**src/rtl/tile_layer_pkg.sv**
```systemverilog
// Values assume a 9-bit beam, 8x8 tiles, 4bpp planar ROM rows and a 21-bit byte address ROM
package tile_layer_pkg;

    // ========================================
    // Widths
    // ========================================

    // Beam counters as they come from the video timing block
    localparam int unsigned beam_w     = 9;
    // Scroll offsets and scrolled positions carry one extra bit for the wide map
    localparam int unsigned scroll_w   = 10;
    localparam int unsigned index_w    = 13;
    localparam int unsigned rom_addr_w = 21;
    localparam int unsigned pix_w      = 4;
    localparam int unsigned pal_w      = 7;
    // Tile word and ROM row share one width
    localparam int unsigned tile_w     = 32;

    // ========================================
    // Tile word fields
    // ========================================

    // Only code bits 15:0 reach the ROM address
    localparam int unsigned code_lsb  = 0;
    localparam int unsigned code_w    = 16;
    localparam int unsigned pal_lsb   = 16;
    // Priority when the top color bit is set
    localparam int unsigned cp8_bit   = 23;
    // Priority for any opaque pixel
    localparam int unsigned cp15_bit  = 24;
    localparam int unsigned hflip_bit = 25;
    localparam int unsigned vflip_bit = 26;

    // ========================================
    // Slot phases and fetch states
    // ========================================

    // Phase is the low three bits of the flipped scrolled horizontal position
    localparam logic [2:0] ph_index = 3'd0;
    localparam logic [2:0] ph_fetch = 3'd2;
    localparam logic [2:0] ph_load  = 3'd7;

    // Fetch state encodings
    localparam logic [1:0] st_idle = 2'd0;
    localparam logic [1:0] st_req  = 2'd1;
    localparam logic [1:0] st_wait = 2'd2;

endpackage

```
**src/rtl/scroll_counter.sv**
```systemverilog
// Beam inputs must be stable between pixel enables; flip mirrors only the in-tile phase
`timescale 1ns/1ps

module scroll_counter (
    input  logic                               clk_sys,
    input  logic                               rst_n,
    input  logic                               ce_pix,
    input  logic                               flip,
    input  logic                               wide,
    input  logic [tile_layer_pkg::beam_w-1:0]   ve,
    input  logic [tile_layer_pkg::beam_w-1:0]   he,
    input  logic [tile_layer_pkg::scroll_w-1:0] v_adj,
    input  logic [tile_layer_pkg::scroll_w-1:0] h_adj,
    input  logic [tile_layer_pkg::tile_w-1:0]   tile_data,
    output logic [tile_layer_pkg::index_w-1:0]  tile_index,
    output logic [2:0]                          row,
    output logic                                index_stb,
    output logic                                fetch_stb,
    output logic                                load_stb
);
    import tile_layer_pkg::*;

    // Scrolled positions
    logic [scroll_w-1:0] sv;
    logic [scroll_w-1:0] sh;
    // Position inside the current 8-pixel slot
    logic [2:0]          phase;
    logic [index_w-1:0]  next_index;

    // ========================================
    // Scroll and flip
    // ========================================

    assign sv = {{(scroll_w - beam_w){1'b0}}, ve} + v_adj;
    assign sh = {{(scroll_w - beam_w){1'b0}}, he} + h_adj;

    // With flip the slot is walked backwards, so the phase counts down
    assign phase = sh[2:0] ^ {3{flip}};

    // Pixel row inside the tile, mirrored vertically by the tile word
    assign row = sv[2:0] ^ {3{tile_data[vflip_bit]}};

    // ========================================
    // Map index
    // ========================================

    // Row bits lead in both layouts
    // The narrow map pads the column with a zero so both layouts fill 13 bits
    always_comb begin
        if (wide) begin
            next_index = {sv[8:3], sh[9:3]};
        end else begin
            next_index = {sv[8:3], 1'b0, sh[8:3]};
        end
    end

    always_ff @(posedge clk_sys or negedge rst_n) begin
        if (!rst_n) begin
            tile_index <= '0;
        end else if (index_stb) begin
            tile_index <= next_index;
        end
    end

    // ========================================
    // Slot strobes
    // ========================================

    // Each strobe lasts one clk_sys cycle because ce_pix does
    assign index_stb = ce_pix && (phase == ph_index);
    assign fetch_stb = ce_pix && (phase == ph_fetch);
    assign load_stb  = ce_pix && (phase == ph_load);

endmodule

```
**src/rtl/fetch_sequencer.sv**
```systemverilog
// ROM must answer each single-cycle request with one sdr_rdy before the load phase of the slot
`timescale 1ns/1ps

module fetch_sequencer (
    input  logic                                 clk_sys,
    input  logic                                 rst_n,
    input  logic                                 fetch_stb,
    input  logic                                 load_stb,
    input  logic [tile_layer_pkg::tile_w-1:0]     tile_data,
    input  logic [2:0]                            row,
    output logic [tile_layer_pkg::rom_addr_w-1:0] sdr_addr,
    output logic                                  sdr_req,
    input  logic [tile_layer_pkg::tile_w-1:0]     sdr_data,
    input  logic                                  sdr_rdy,
    output logic [tile_layer_pkg::tile_w-1:0]     rom_row
);
    import tile_layer_pkg::*;

    logic [1:0] state;
    // A fetch only starts from idle so a stray strobe mid-fetch is ignored
    logic       fetch_go;

    assign fetch_go = fetch_stb && (state == st_idle);

    // The request pulse is simply the one cycle spent in the request state
    assign sdr_req = (state == st_req);

    // ========================================
    // State machine
    // ========================================

    always_ff @(posedge clk_sys or negedge rst_n) begin
        if (!rst_n) begin
            state   <= st_idle;
            rom_row <= '0;
        end else begin
            case (state)
                st_idle: begin
                    if (fetch_go) begin
                        state <= st_req;
                    end
                end
                st_req: begin
                    // An answer in the request cycle itself finishes the fetch at once
                    state <= sdr_rdy ? st_idle : st_wait;
                end
                st_wait: begin
                    if (sdr_rdy) begin
                        state <= st_idle;
                    end
                end
                default: begin
                    state <= st_idle;
                end
            endcase

            // Capture the graphics row in the cycle the ROM marks it valid
            if (sdr_rdy && (state != st_idle)) begin
                rom_row <= sdr_data;
            end
        end
    end

    // Address stays put from the request until the next fetch starts
    // The ROM is byte addressed so the low two bits stay zero for a whole 32-bit row
    always_ff @(posedge clk_sys) begin
        if (fetch_go) begin
            sdr_addr <= {tile_data[code_lsb +: code_w], row, 2'b00};
        end
    end

    // ========================================
    // Protocol checks
    // ========================================

    a_rdy_before_load: assert property (@(posedge clk_sys) disable iff (!rst_n)
        !(load_stb && (state == st_wait)))
        else $error("ROM answer arrived too late, the shifter loaded a stale row");

    a_no_spurious_rdy: assert property (@(posedge clk_sys) disable iff (!rst_n)
        !(sdr_rdy && (state == st_idle)))
        else $error("ROM ready seen with no request outstanding");

endmodule

```
**src/rtl/tile_pixel_pipe.sv**
```systemverilog
// Pixels of a loaded row appear one slot after their fetch; the board offsets this via h_adj
`timescale 1ns/1ps

module tile_pixel_pipe (
    input  logic                              clk_sys,
    input  logic                              rst_n,
    input  logic                              ce_pix,
    input  logic                              load_stb,
    input  logic                              flip,
    input  logic                              enabled,
    input  logic [tile_layer_pkg::tile_w-1:0]  rom_row,
    input  logic [tile_layer_pkg::tile_w-1:0]  tile_data,
    output logic [tile_layer_pkg::pix_w-1:0]   color,
    output logic                               prio,
    output logic [tile_layer_pkg::pal_w-1:0]   palette
);
    import tile_layer_pkg::*;

    // One 8-bit shift register per bit plane
    // Plane n is byte n of the row
    logic [pix_w-1:0][7:0] planes;
    // Attributes latched with the row
    logic                  cp8;
    logic                  cp15;
    logic                  mirror;
    // Leftmost and rightmost pixel of the planes
    logic [pix_w-1:0]      pix_f;
    logic [pix_w-1:0]      pix_r;
    logic [pix_w-1:0]      pix;

    // ========================================
    // Plane shifters
    // ========================================

    always_ff @(posedge clk_sys or negedge rst_n) begin
        if (!rst_n) begin
            planes <= '0;
        end else if (load_stb) begin
            planes <= rom_row;
        end else if (ce_pix) begin
            // Mirrored tiles drain from the bottom bit, normal ones from the top
            for (int n = 0; n < pix_w; n++) begin
                if (mirror) begin
                    planes[n] <= {1'b0, planes[n][7:1]};
                end else begin
                    planes[n] <= {planes[n][6:0], 1'b0};
                end
            end
        end
    end

    // Pixel bit n comes from plane n
    always_comb begin
        for (int n = 0; n < pix_w; n++) begin
            pix_f[n] = planes[n][7];
            pix_r[n] = planes[n][0];
        end
    end

    assign pix = mirror ? pix_r : pix_f;

    // ========================================
    // Attribute latch
    // ========================================

    // Latched together with the row so they stay with their pixels for the whole slot
    always_ff @(posedge clk_sys or negedge rst_n) begin
        if (!rst_n) begin
            palette <= '0;
            cp8     <= 1'b0;
            cp15    <= 1'b0;
            mirror  <= 1'b0;
        end else if (load_stb) begin
            palette <= tile_data[pal_lsb +: pal_w];
            cp8     <= tile_data[cp8_bit];
            cp15    <= tile_data[cp15_bit];
            // Screen flip mirrors every tile on top of its own flag
            mirror  <= tile_data[hflip_bit] ^ flip;
        end
    end

    // ========================================
    // Outputs
    // ========================================

    assign color = enabled ? pix : '0;

    // cp15 beats cp8, and a disabled layer never claims priority
    always_comb begin
        if (!enabled) begin
            prio = 1'b0;
        end else if (cp15) begin
            prio = |pix;
        end else if (cp8) begin
            prio = pix[pix_w-1];
        end else begin
            prio = 1'b0;
        end
    end

endmodule

```
**src/rtl/tile_layer.sv**
```systemverilog
// One background layer; map RAM and graphics ROM sit outside, palette lookup and mixing too
`timescale 1ns/1ps

module tile_layer (
    input  logic                                 clk_sys,
    input  logic                                 rst_n,
    input  logic                                 ce_pix,
    input  logic                                 flip,
    input  logic                                 wide,
    input  logic                                 enabled,
    input  logic [tile_layer_pkg::beam_w-1:0]     ve,
    input  logic [tile_layer_pkg::beam_w-1:0]     he,
    input  logic [tile_layer_pkg::scroll_w-1:0]   v_adj,
    input  logic [tile_layer_pkg::scroll_w-1:0]   h_adj,
    input  logic [tile_layer_pkg::tile_w-1:0]     tile_data,
    input  logic [tile_layer_pkg::tile_w-1:0]     sdr_data,
    input  logic                                  sdr_rdy,
    output logic [tile_layer_pkg::index_w-1:0]    tile_index,
    output logic [tile_layer_pkg::rom_addr_w-1:0] sdr_addr,
    output logic                                  sdr_req,
    output logic [tile_layer_pkg::pix_w-1:0]      color,
    output logic                                  prio,
    output logic [tile_layer_pkg::pal_w-1:0]      palette
);
    import tile_layer_pkg::*;

    // Slot timing shared by the fetch and the shifter
    logic              fetch_stb;
    logic              load_stb;
    logic [2:0]        row;
    // Graphics row handed from the fetch to the shifter
    logic [tile_w-1:0] rom_row;

    // The index strobe only paces the map RAM read inside the counter
    scroll_counter i_scroll_counter (
        .clk_sys    (clk_sys),
        .rst_n      (rst_n),
        .ce_pix     (ce_pix),
        .flip       (flip),
        .wide       (wide),
        .ve         (ve),
        .he         (he),
        .v_adj      (v_adj),
        .h_adj      (h_adj),
        .tile_data  (tile_data),
        .tile_index (tile_index),
        .row        (row),
        .index_stb  (),
        .fetch_stb  (fetch_stb),
        .load_stb   (load_stb)
    );

    fetch_sequencer i_fetch_sequencer (
        .clk_sys   (clk_sys),
        .rst_n     (rst_n),
        .fetch_stb (fetch_stb),
        .load_stb  (load_stb),
        .tile_data (tile_data),
        .row       (row),
        .sdr_addr  (sdr_addr),
        .sdr_req   (sdr_req),
        .sdr_data  (sdr_data),
        .sdr_rdy   (sdr_rdy),
        .rom_row   (rom_row)
    );

    tile_pixel_pipe i_tile_pixel_pipe (
        .clk_sys   (clk_sys),
        .rst_n     (rst_n),
        .ce_pix    (ce_pix),
        .load_stb  (load_stb),
        .flip      (flip),
        .enabled   (enabled),
        .rom_row   (rom_row),
        .tile_data (tile_data),
        .color     (color),
        .prio      (prio),
        .palette   (palette)
    );

endmodule

```
**config.mk**
```make
export PLATFORM = sky130hd
export DESIGN_NAME = tile_layer
export DESIGN_NICKNAME = d
export VERILOG_FILES = /design/src/rtl/tile_layer_pkg.sv /design/src/rtl/scroll_counter.sv /design/src/rtl/fetch_sequencer.sv /design/src/rtl/tile_pixel_pipe.sv /design/src/rtl/tile_layer.sv
export SDC_FILE = /design/constraint.sdc
export NUM_CORES = 1
export LEC_CHECK = 0
export ABC_AREA = 0
export BUFFER_PORTS_ARGS = -buffer_cell sky130_fd_sc_hd__buf_2
export CORE_ASPECT_RATIO = 2
export CORE_MARGIN = 3
export CORE_UTILIZATION = 48
export CTS_BUF_LIST = sky130_fd_sc_hd__clkbuf_2
export DETAILED_ROUTE_END_ITERATION = 10
export GPL_ROUTABILITY_DRIVEN = 0
export PLACE_DENSITY = 0.75
export SYNTH_ARGS = -nofsm -noshare
export SYNTH_HDL_FRONTEND = slang
export SYNTH_SLANG_ARGS = --single-unit
export TNS_END_PERCENT = 100
```
**constraint.sdc**
```tcl
create_clock -name clk_sys -period 5.55 [get_ports clk_sys]
set_input_delay 0.8325 -clock clk_sys [delete_from_list [all_inputs] [get_ports clk_sys]]
set_output_delay 0.8325 -clock clk_sys [all_outputs]
set_load 0.01 [all_outputs]
```
After elaboration in Yosys (flattened, before gate mapping)
Cells that the tools add are included.
Widths: inputs -> output; s select.
{"block": "word_totals", "register_bits": 108, "input_bits": 109, "output_inout_bits": 47, "wordCells": 50}
{"block": "classes", "addsub": 2, "eq_ne": 6, "n_mux": 16, "bitwise_logic": 3, "reduce_logical": 11}
{"cell": "$mux 32", "count": 2}
{"cell": "$mux 8", "count": 4}
{"cell": "$add 9x10->10", "count": 1}
{"cell": "$add 9x9->9", "count": 1}
{"cell": "$mux 4", "count": 2}
{"cell": "$mux 7", "count": 1}
{"cell": "$mux 2", "count": 3}
{"cell": "$pmux 2 s3", "count": 1}
{"cell": "$xor 3x3->3", "count": 2}
{"cell": "$logic_and 1x1->1", "count": 5}
{"cell": "$reduce_bool 2->1", "count": 2}
{"cell": "$reduce_or 4->1", "count": 1}
{"cell": "$eq 3x2->1 const B", "count": 1}
{"cell": "$eq 3x3->1 const B", "count": 1}
{"cell": "$logic_not 3->1", "count": 1}
{"cell": "$mux 1", "count": 3}
{"cell": "$eq 2x1->1 const B", "count": 1}
{"cell": "$eq 2x2->1 const B", "count": 1}
{"cell": "$logic_not 2->1", "count": 1}
{"cell": "$ne 2x1->1 const B", "count": 1}
{"cell": "$ne 2x2->1 const B", "count": 1}
{"cell": "$reduce_and 2->1", "count": 1}
{"cell": "$xor 1x1->1", "count": 1}

Longest topological paths before layout
{"block": "logic_depth", "depth_word": 7, "depth_mapped": 11, "mapped_depth_nobuf": 8}

Cells and area by module
A second synthesis with hierarchy kept.
{"block": "unflattened", "cells_unflattened": 462, "hier_area_um2": 5552.8}
{"mod": "tile_pixel_pipe", "instances": 1, "cells_each": 215, "area_per_inst_um2": 2257.2, "seq_area_each_um2": 1051.0}
{"mod": "fetch_sequencer", "instances": 1, "cells_each": 97, "area_per_inst_um2": 1996.9, "seq_area_each_um2": 1421.4}
{"mod": "scroll_counter", "instances": 1, "cells_each": 150, "area_per_inst_um2": 1298.7, "seq_area_each_um2": 325.3}

Worst setup path after synthesis
No wires, ideal clock.
{"block": "synth_timing", "path_kind": "input-to-reg", "start": "input port he[0] in the netlist's numbering", "end": "register i_fetch_sequencer.sdr_addr[10] in the netlist's numbering (enable)", "setup_time_ns": 0.500, "t_arrival_ns": 5.224, "t_required_ns": 5.050, "path_slack_ns": -0.174, "stages": 6, "n_path_buf": 0, "cell_sequence": "ha_1 > inv_1 > fa_1 > xnor2_2 > or4_1 > a2111oi_0"}
{"block": "synth_between", "elab_chain_len": 5}
{"item": "start: declaration", "line_no": "tile_layer.sv:12", "text": "input logic [tile_layer_pkg::beam_w-1:0] he,"}
{"item": "$add 9x10->10", "line_no": "scroll_counter.sv:35", "text": "assign sh = {{(scroll_w - beam_w){1'b0}}, he} + h_adj;"}
{"item": "$xor 3x3->3", "line_no": "scroll_counter.sv:38", "text": "assign phase = sh[2:0] ^ {3{flip}};"}
{"item": "$eq 3x2->1", "line_no": "scroll_counter.sv:71", "text": "assign fetch_stb = ce_pix && (phase == ph_fetch);"}
{"item": "$logic_and 1x1->1", "line_no": "scroll_counter.sv:71"}
{"item": "$logic_and 1x1->1", "line_no": "fetch_sequencer.sv:23", "text": "assign fetch_go = fetch_stb && (state == st_idle);"}
{"item": "via i_fetch_sequencer.fetch_go", "line_no": "fetch_sequencer.sv:21", "text": "logic fetch_go;"}
{"item": "end signal: assignment", "line_no": "fetch_sequencer.sv:68", "text": "sdr_addr <= {tile_data[code_lsb +: code_w], row, 2'b00};"}
{"item": "end: declaration", "line_no": "fetch_sequencer.sv:11", "text": "output logic [tile_layer_pkg::rom_addr_w-1:0] sdr_addr,"}
The timed path passes the listed nets, and every way through them passes these cells.
A chain may end at the register's enable or synchronous reset.

Final worst setup path
{"block": "layout_timing", "start": "register i_tile_pixel_pipe.mirror", "end": "output port prio"}
{"block": "layout_between", "elab_chain_len": 4, "elab_cells_between_ends": 5, "cone_classes": "4 x mux; 1 x reduce/logical"}
{"item": "start: declaration", "line_no": "tile_pixel_pipe.sv:25", "text": "logic mirror;"}
{"item": "start signal: assignment", "line_no": "tile_pixel_pipe.sv:78", "text": "mirror <= tile_data[hflip_bit] ^ flip;"}
{"item": "$mux 4 (*)", "line_no": "tile_pixel_pipe.sv:60", "text": "assign pix = mirror ? pix_r : pix_f;"}
{"item": "$reduce_or 4->1 / $mux 1 (equally long branches)", "line_no": "tile_pixel_pipe.sv:93, tile_pixel_pipe.sv:94"}
{"item": "$mux 1 (*)", "line_no": "tile_pixel_pipe.sv:92", "text": "end else if (cp15) begin"}
{"item": "$mux 1 (*)", "line_no": "tile_pixel_pipe.sv:90", "text": "if (!enabled) begin"}
{"item": "end: declaration", "line_no": "tile_layer.sv:22", "text": "output logic prio,"}
Every way passes the cells marked *; elsewhere a longest branch is shown, timed or not.

==> summary.md <==
| Metric | Value |
|---|---|
| Status | complete, no violations |
| TritonCTS clock tree | yes |
| Worst Path Buf+Inv | 1 |
| Clk_skew | 35.39 ps |
| Share of cells above drive strength 1 | 35.33% |
| Die Wd | 80.67 um |
| Crit share post-route | 60.63% |
| Die area | 12530 um^2 |
| Hold WS | 390.2 ps |
| Setup tns final | 0 ps |
| DRT antenna net count | 0 |
| Routed vias/inst | 5.440 |
| DRT Wirelength | 12110 um |
| WS Path Type | flop to output pin |
| Root Driver | clkbuf_2 |
| Io pins | 156 |
| Worst slew margin | 23.92% |
| Max-slew violation count | 0 |
| Effective utilization at floorplan | 49.21% |
| Clock transition at path regs | 310 ps |
| P&R area growth vs syn | 17.58% |
| Mean Syn Cell Area | 11.66 um^2 |
| Largest net degree at the start of global routing | 84 |
| Clk sinks | 108 |
| Min Tclk post-route | 3365 ps |
| CP Capture Type | output pin |
| Initial antenna violation count | 1 |
| Multi-input gate area | 2371 um^2 |
| Vias in the first global route | 4145 |
| Worst-case clock buffer depth | 2 |
| Cell breakdown of the critical path | mux2i_1, nor2b_1, o21ai_0, a21oi_1, buf_2 |
| Post-DP HPWL | 9057 um |
| Register area share after synthesis | 52.27% |
| Total number of vias | 4031 |
| Max_cap viols | 0 |
| Final setup vio count | 0 |
| Delay-heaviest family, CP | flip-flops |
| Clock Latency Late Sink | 580 ps |
| Fill cells | 936 |
| Tightest Pin Transition | 1141 ps |
| CORE AREA | 10880 um^2 |
| Nets@finish | 723 |
| Remaining routing DRC violations | 0 |
| # rows | 54 |
| Syn Inst Count | 459 |
| RSZ-0062 raised after global routing | no |
| Max incr delay on CP | 1070 ps |
| Async S/R FF share, synth | 82.41% |
| Critical Path RT | 4720 ps |
| Biggest area consumer among synthesized cells | dfrtp_1 |
| Synth unique cells | 54 |
| Post_cts resized | 0 |
| H-tree levels | 3 |
| All-Layer GR Usage | 20.04% |
| TritonCTS buffer count | 9 |
| Total gr overflow | 0 |
| Top_reg_cell synth | dfrtp_1 |
| # port buffers | 147 |
| Maximum vdd drop | 0.0002010 V |
| DRT Pass-1 Iters | 6 |
| Die height | 155.3 um |
| Worst hold path class | input port to flop |
| Hold Vio Cnt, Final | 0 |
| Synth area leaders | dfrtp_1 42%, edfxtp_1 11%, mux2_2 7.4% |
| First-pass GRT wire length | 19450 um |
| DR iter-0 viols | 275 |
| Crit path DAT | 2530 ps |
| F_max | 297.2 MHz |
| Master of the slowest instance on the critical path | dfrtp_2 |
| Power Density | 374.9 nW/um^2 |
| Storage cell area | 2799 um^2 |
| CP startpoint kind | flop |
| P_leak | 2.965 nW |
| Worst-path maximum fanout | 41 |
| WL per Instance | 16.34 um |
| Yosys reg bits | 108 |
| Mapped cell area | 5353 um^2 |
| Warnings from Yosys | 0 |
| EDFF count, synth | 19 |
| Synth top area share | 41.61% |
placed cells by master, fill, tap and decap left out, types with 2 or more instances in the layout:
cell	instances
buf_4	7
o31ai_1	2
nand2b_1	4
nor3_1	25
nor4_1	3
nand2_1	47
o21ai_0	13
o211ai_1	5
inv_6	4
xor2_1	11
fa_1	2
nor2_1	14
o21bai_1	2
a21oi_1	8
nand3_1	10
mux2_2	35
clkbuf_2	9
a211oi_1	4
mux2i_1	27
nor3b_1	3
buf_2	146
edfxtp_1	19
inv_8	2
inv_1	12
or4_1	2
nor2b_1	9
xnor2_1	4
dfrtp_1	88
a221o_1	29
ha_1	17
a21o_1	4
o21a_1	4
conb_1	2
power breakdown:
group | switching (W) | internal [W] | total [W]
Combinational | 0.000325 | 0.000385 | 0.000710
Clock | 0.000272 | 0.0000731 | 0.000345
Sequential | 0.000210 | 0.00109 | 0.00130
Total | 0.000807 | 0.00155 | 0.00236
cells in the mapped netlist, drive strengths merged, types with 3 or more instances:
master,count
clkbuf,15
nand2,47
nor2,14
nand3,10
o21ai,14
inv,12
o211ai,5
ha,17
nor4,3
a211oi,4
edfxtp,19
xnor2,5
a221o,29
nand2b,4
nor2b,9
a21oi,8
a21o,4
nor3,25
nor3b,3
buf,15
mux2,35
o21a,4
xor2,11
mux2i,28
dfrtp,89
cell type report:
type | instances | area share, %
Antenna cell | 1 | 0.03976
Clock buffer | 9 | 0.7157
Clock inverter | 7 | 0.9940
Inverter | 12 | 0.7157
Multi-Input combinational cell | 310 | 37.67
Sequential cell | 108 | 44.47
Tap cell | 140 | 2.783
Timing Repair Buffer | 154 | 12.60
metal layers:
metal / global-route usage [%] / routed length, um
met5: 0 / 0
met4: 7.897 / 284
met3: 3.650 / 486
met2: 37.78 / 6970
met1: 21.25 / 4366
cells by family after synthesis:
family / Yosys count / synth area share (%)
DFF: 108 / 52.27
and+or+nand+nor: 127 / 11.55
adders and majority gates: 19 / 4.722
buffers and inverters: 42 / 3.787
xor gates and xnor gates: 16 / 2.758
AOI/OAI and AO/OA: 83 / 12.25
muxes: 63 / 12.60
other: 1 / 0.07006
worst paths after layout:
check,from,endpoint,slack [ps],cells after the start
min in group asynchronous,rst_n,i_tile_pixel_pipe.palette[3],570,2
min reg2reg,i_tile_pixel_pipe.palette[6],i_tile_pixel_pipe.palette[6],510,2
max reg2reg,i_fetch_sequencer.state[0],i_fetch_sequencer.rom_row[14],3480,3
max in group asynchronous,rst_n,i_tile_pixel_pipe.mirror,3710,3
min,tile_data[11],i_fetch_sequencer.sdr_addr[16],390,1
max,i_tile_pixel_pipe.mirror,prio,2190,5
stage by stage:
step	cell area, um^2	utilization [%]	instances	setup slack [ps]	total power (W)
2_1_floorplan	5358	-	460	730.6	0.001758
3_3_place_gp	6173	56.75	723	1843	0.001997
3_5_place_dp	6173	56.75	723	1680	0.002041
4_1_cts	6291	57.83	740	2114	0.002391
5_1_grt	6294	57.86	741	1948	0.002534
6_report	6294	57.86	741	2185	0.002359
repair_timing:
item / CTS / global route
hold buffers: 1 / 0
endpoints found under the setup margin: 0 / 0
buffers inserted: 0 / 0
hold endpoints to repair: 6 / 0
flip-flops by register name (all words and copies together), names as in the netlist:
name,cells
i_tile_pixel_pipe.pix_f,4
i_fetch_sequencer.rom_row,32
i_tile_pixel_pipe.palette,7
i_tile_pixel_pipe.pix_r,4
i_tile_pixel_pipe.mirror,1
i_fetch_sequencer.state,2
i_fetch_sequencer.sdr_addr,19
i_tile_pixel_pipe.planes,24
i_tile_pixel_pipe.cp15,1
i_scroll_counter.tile_index,13
i_tile_pixel_pipe.cp8,1
No activity file was read; power rests on OpenSTA's default activity.
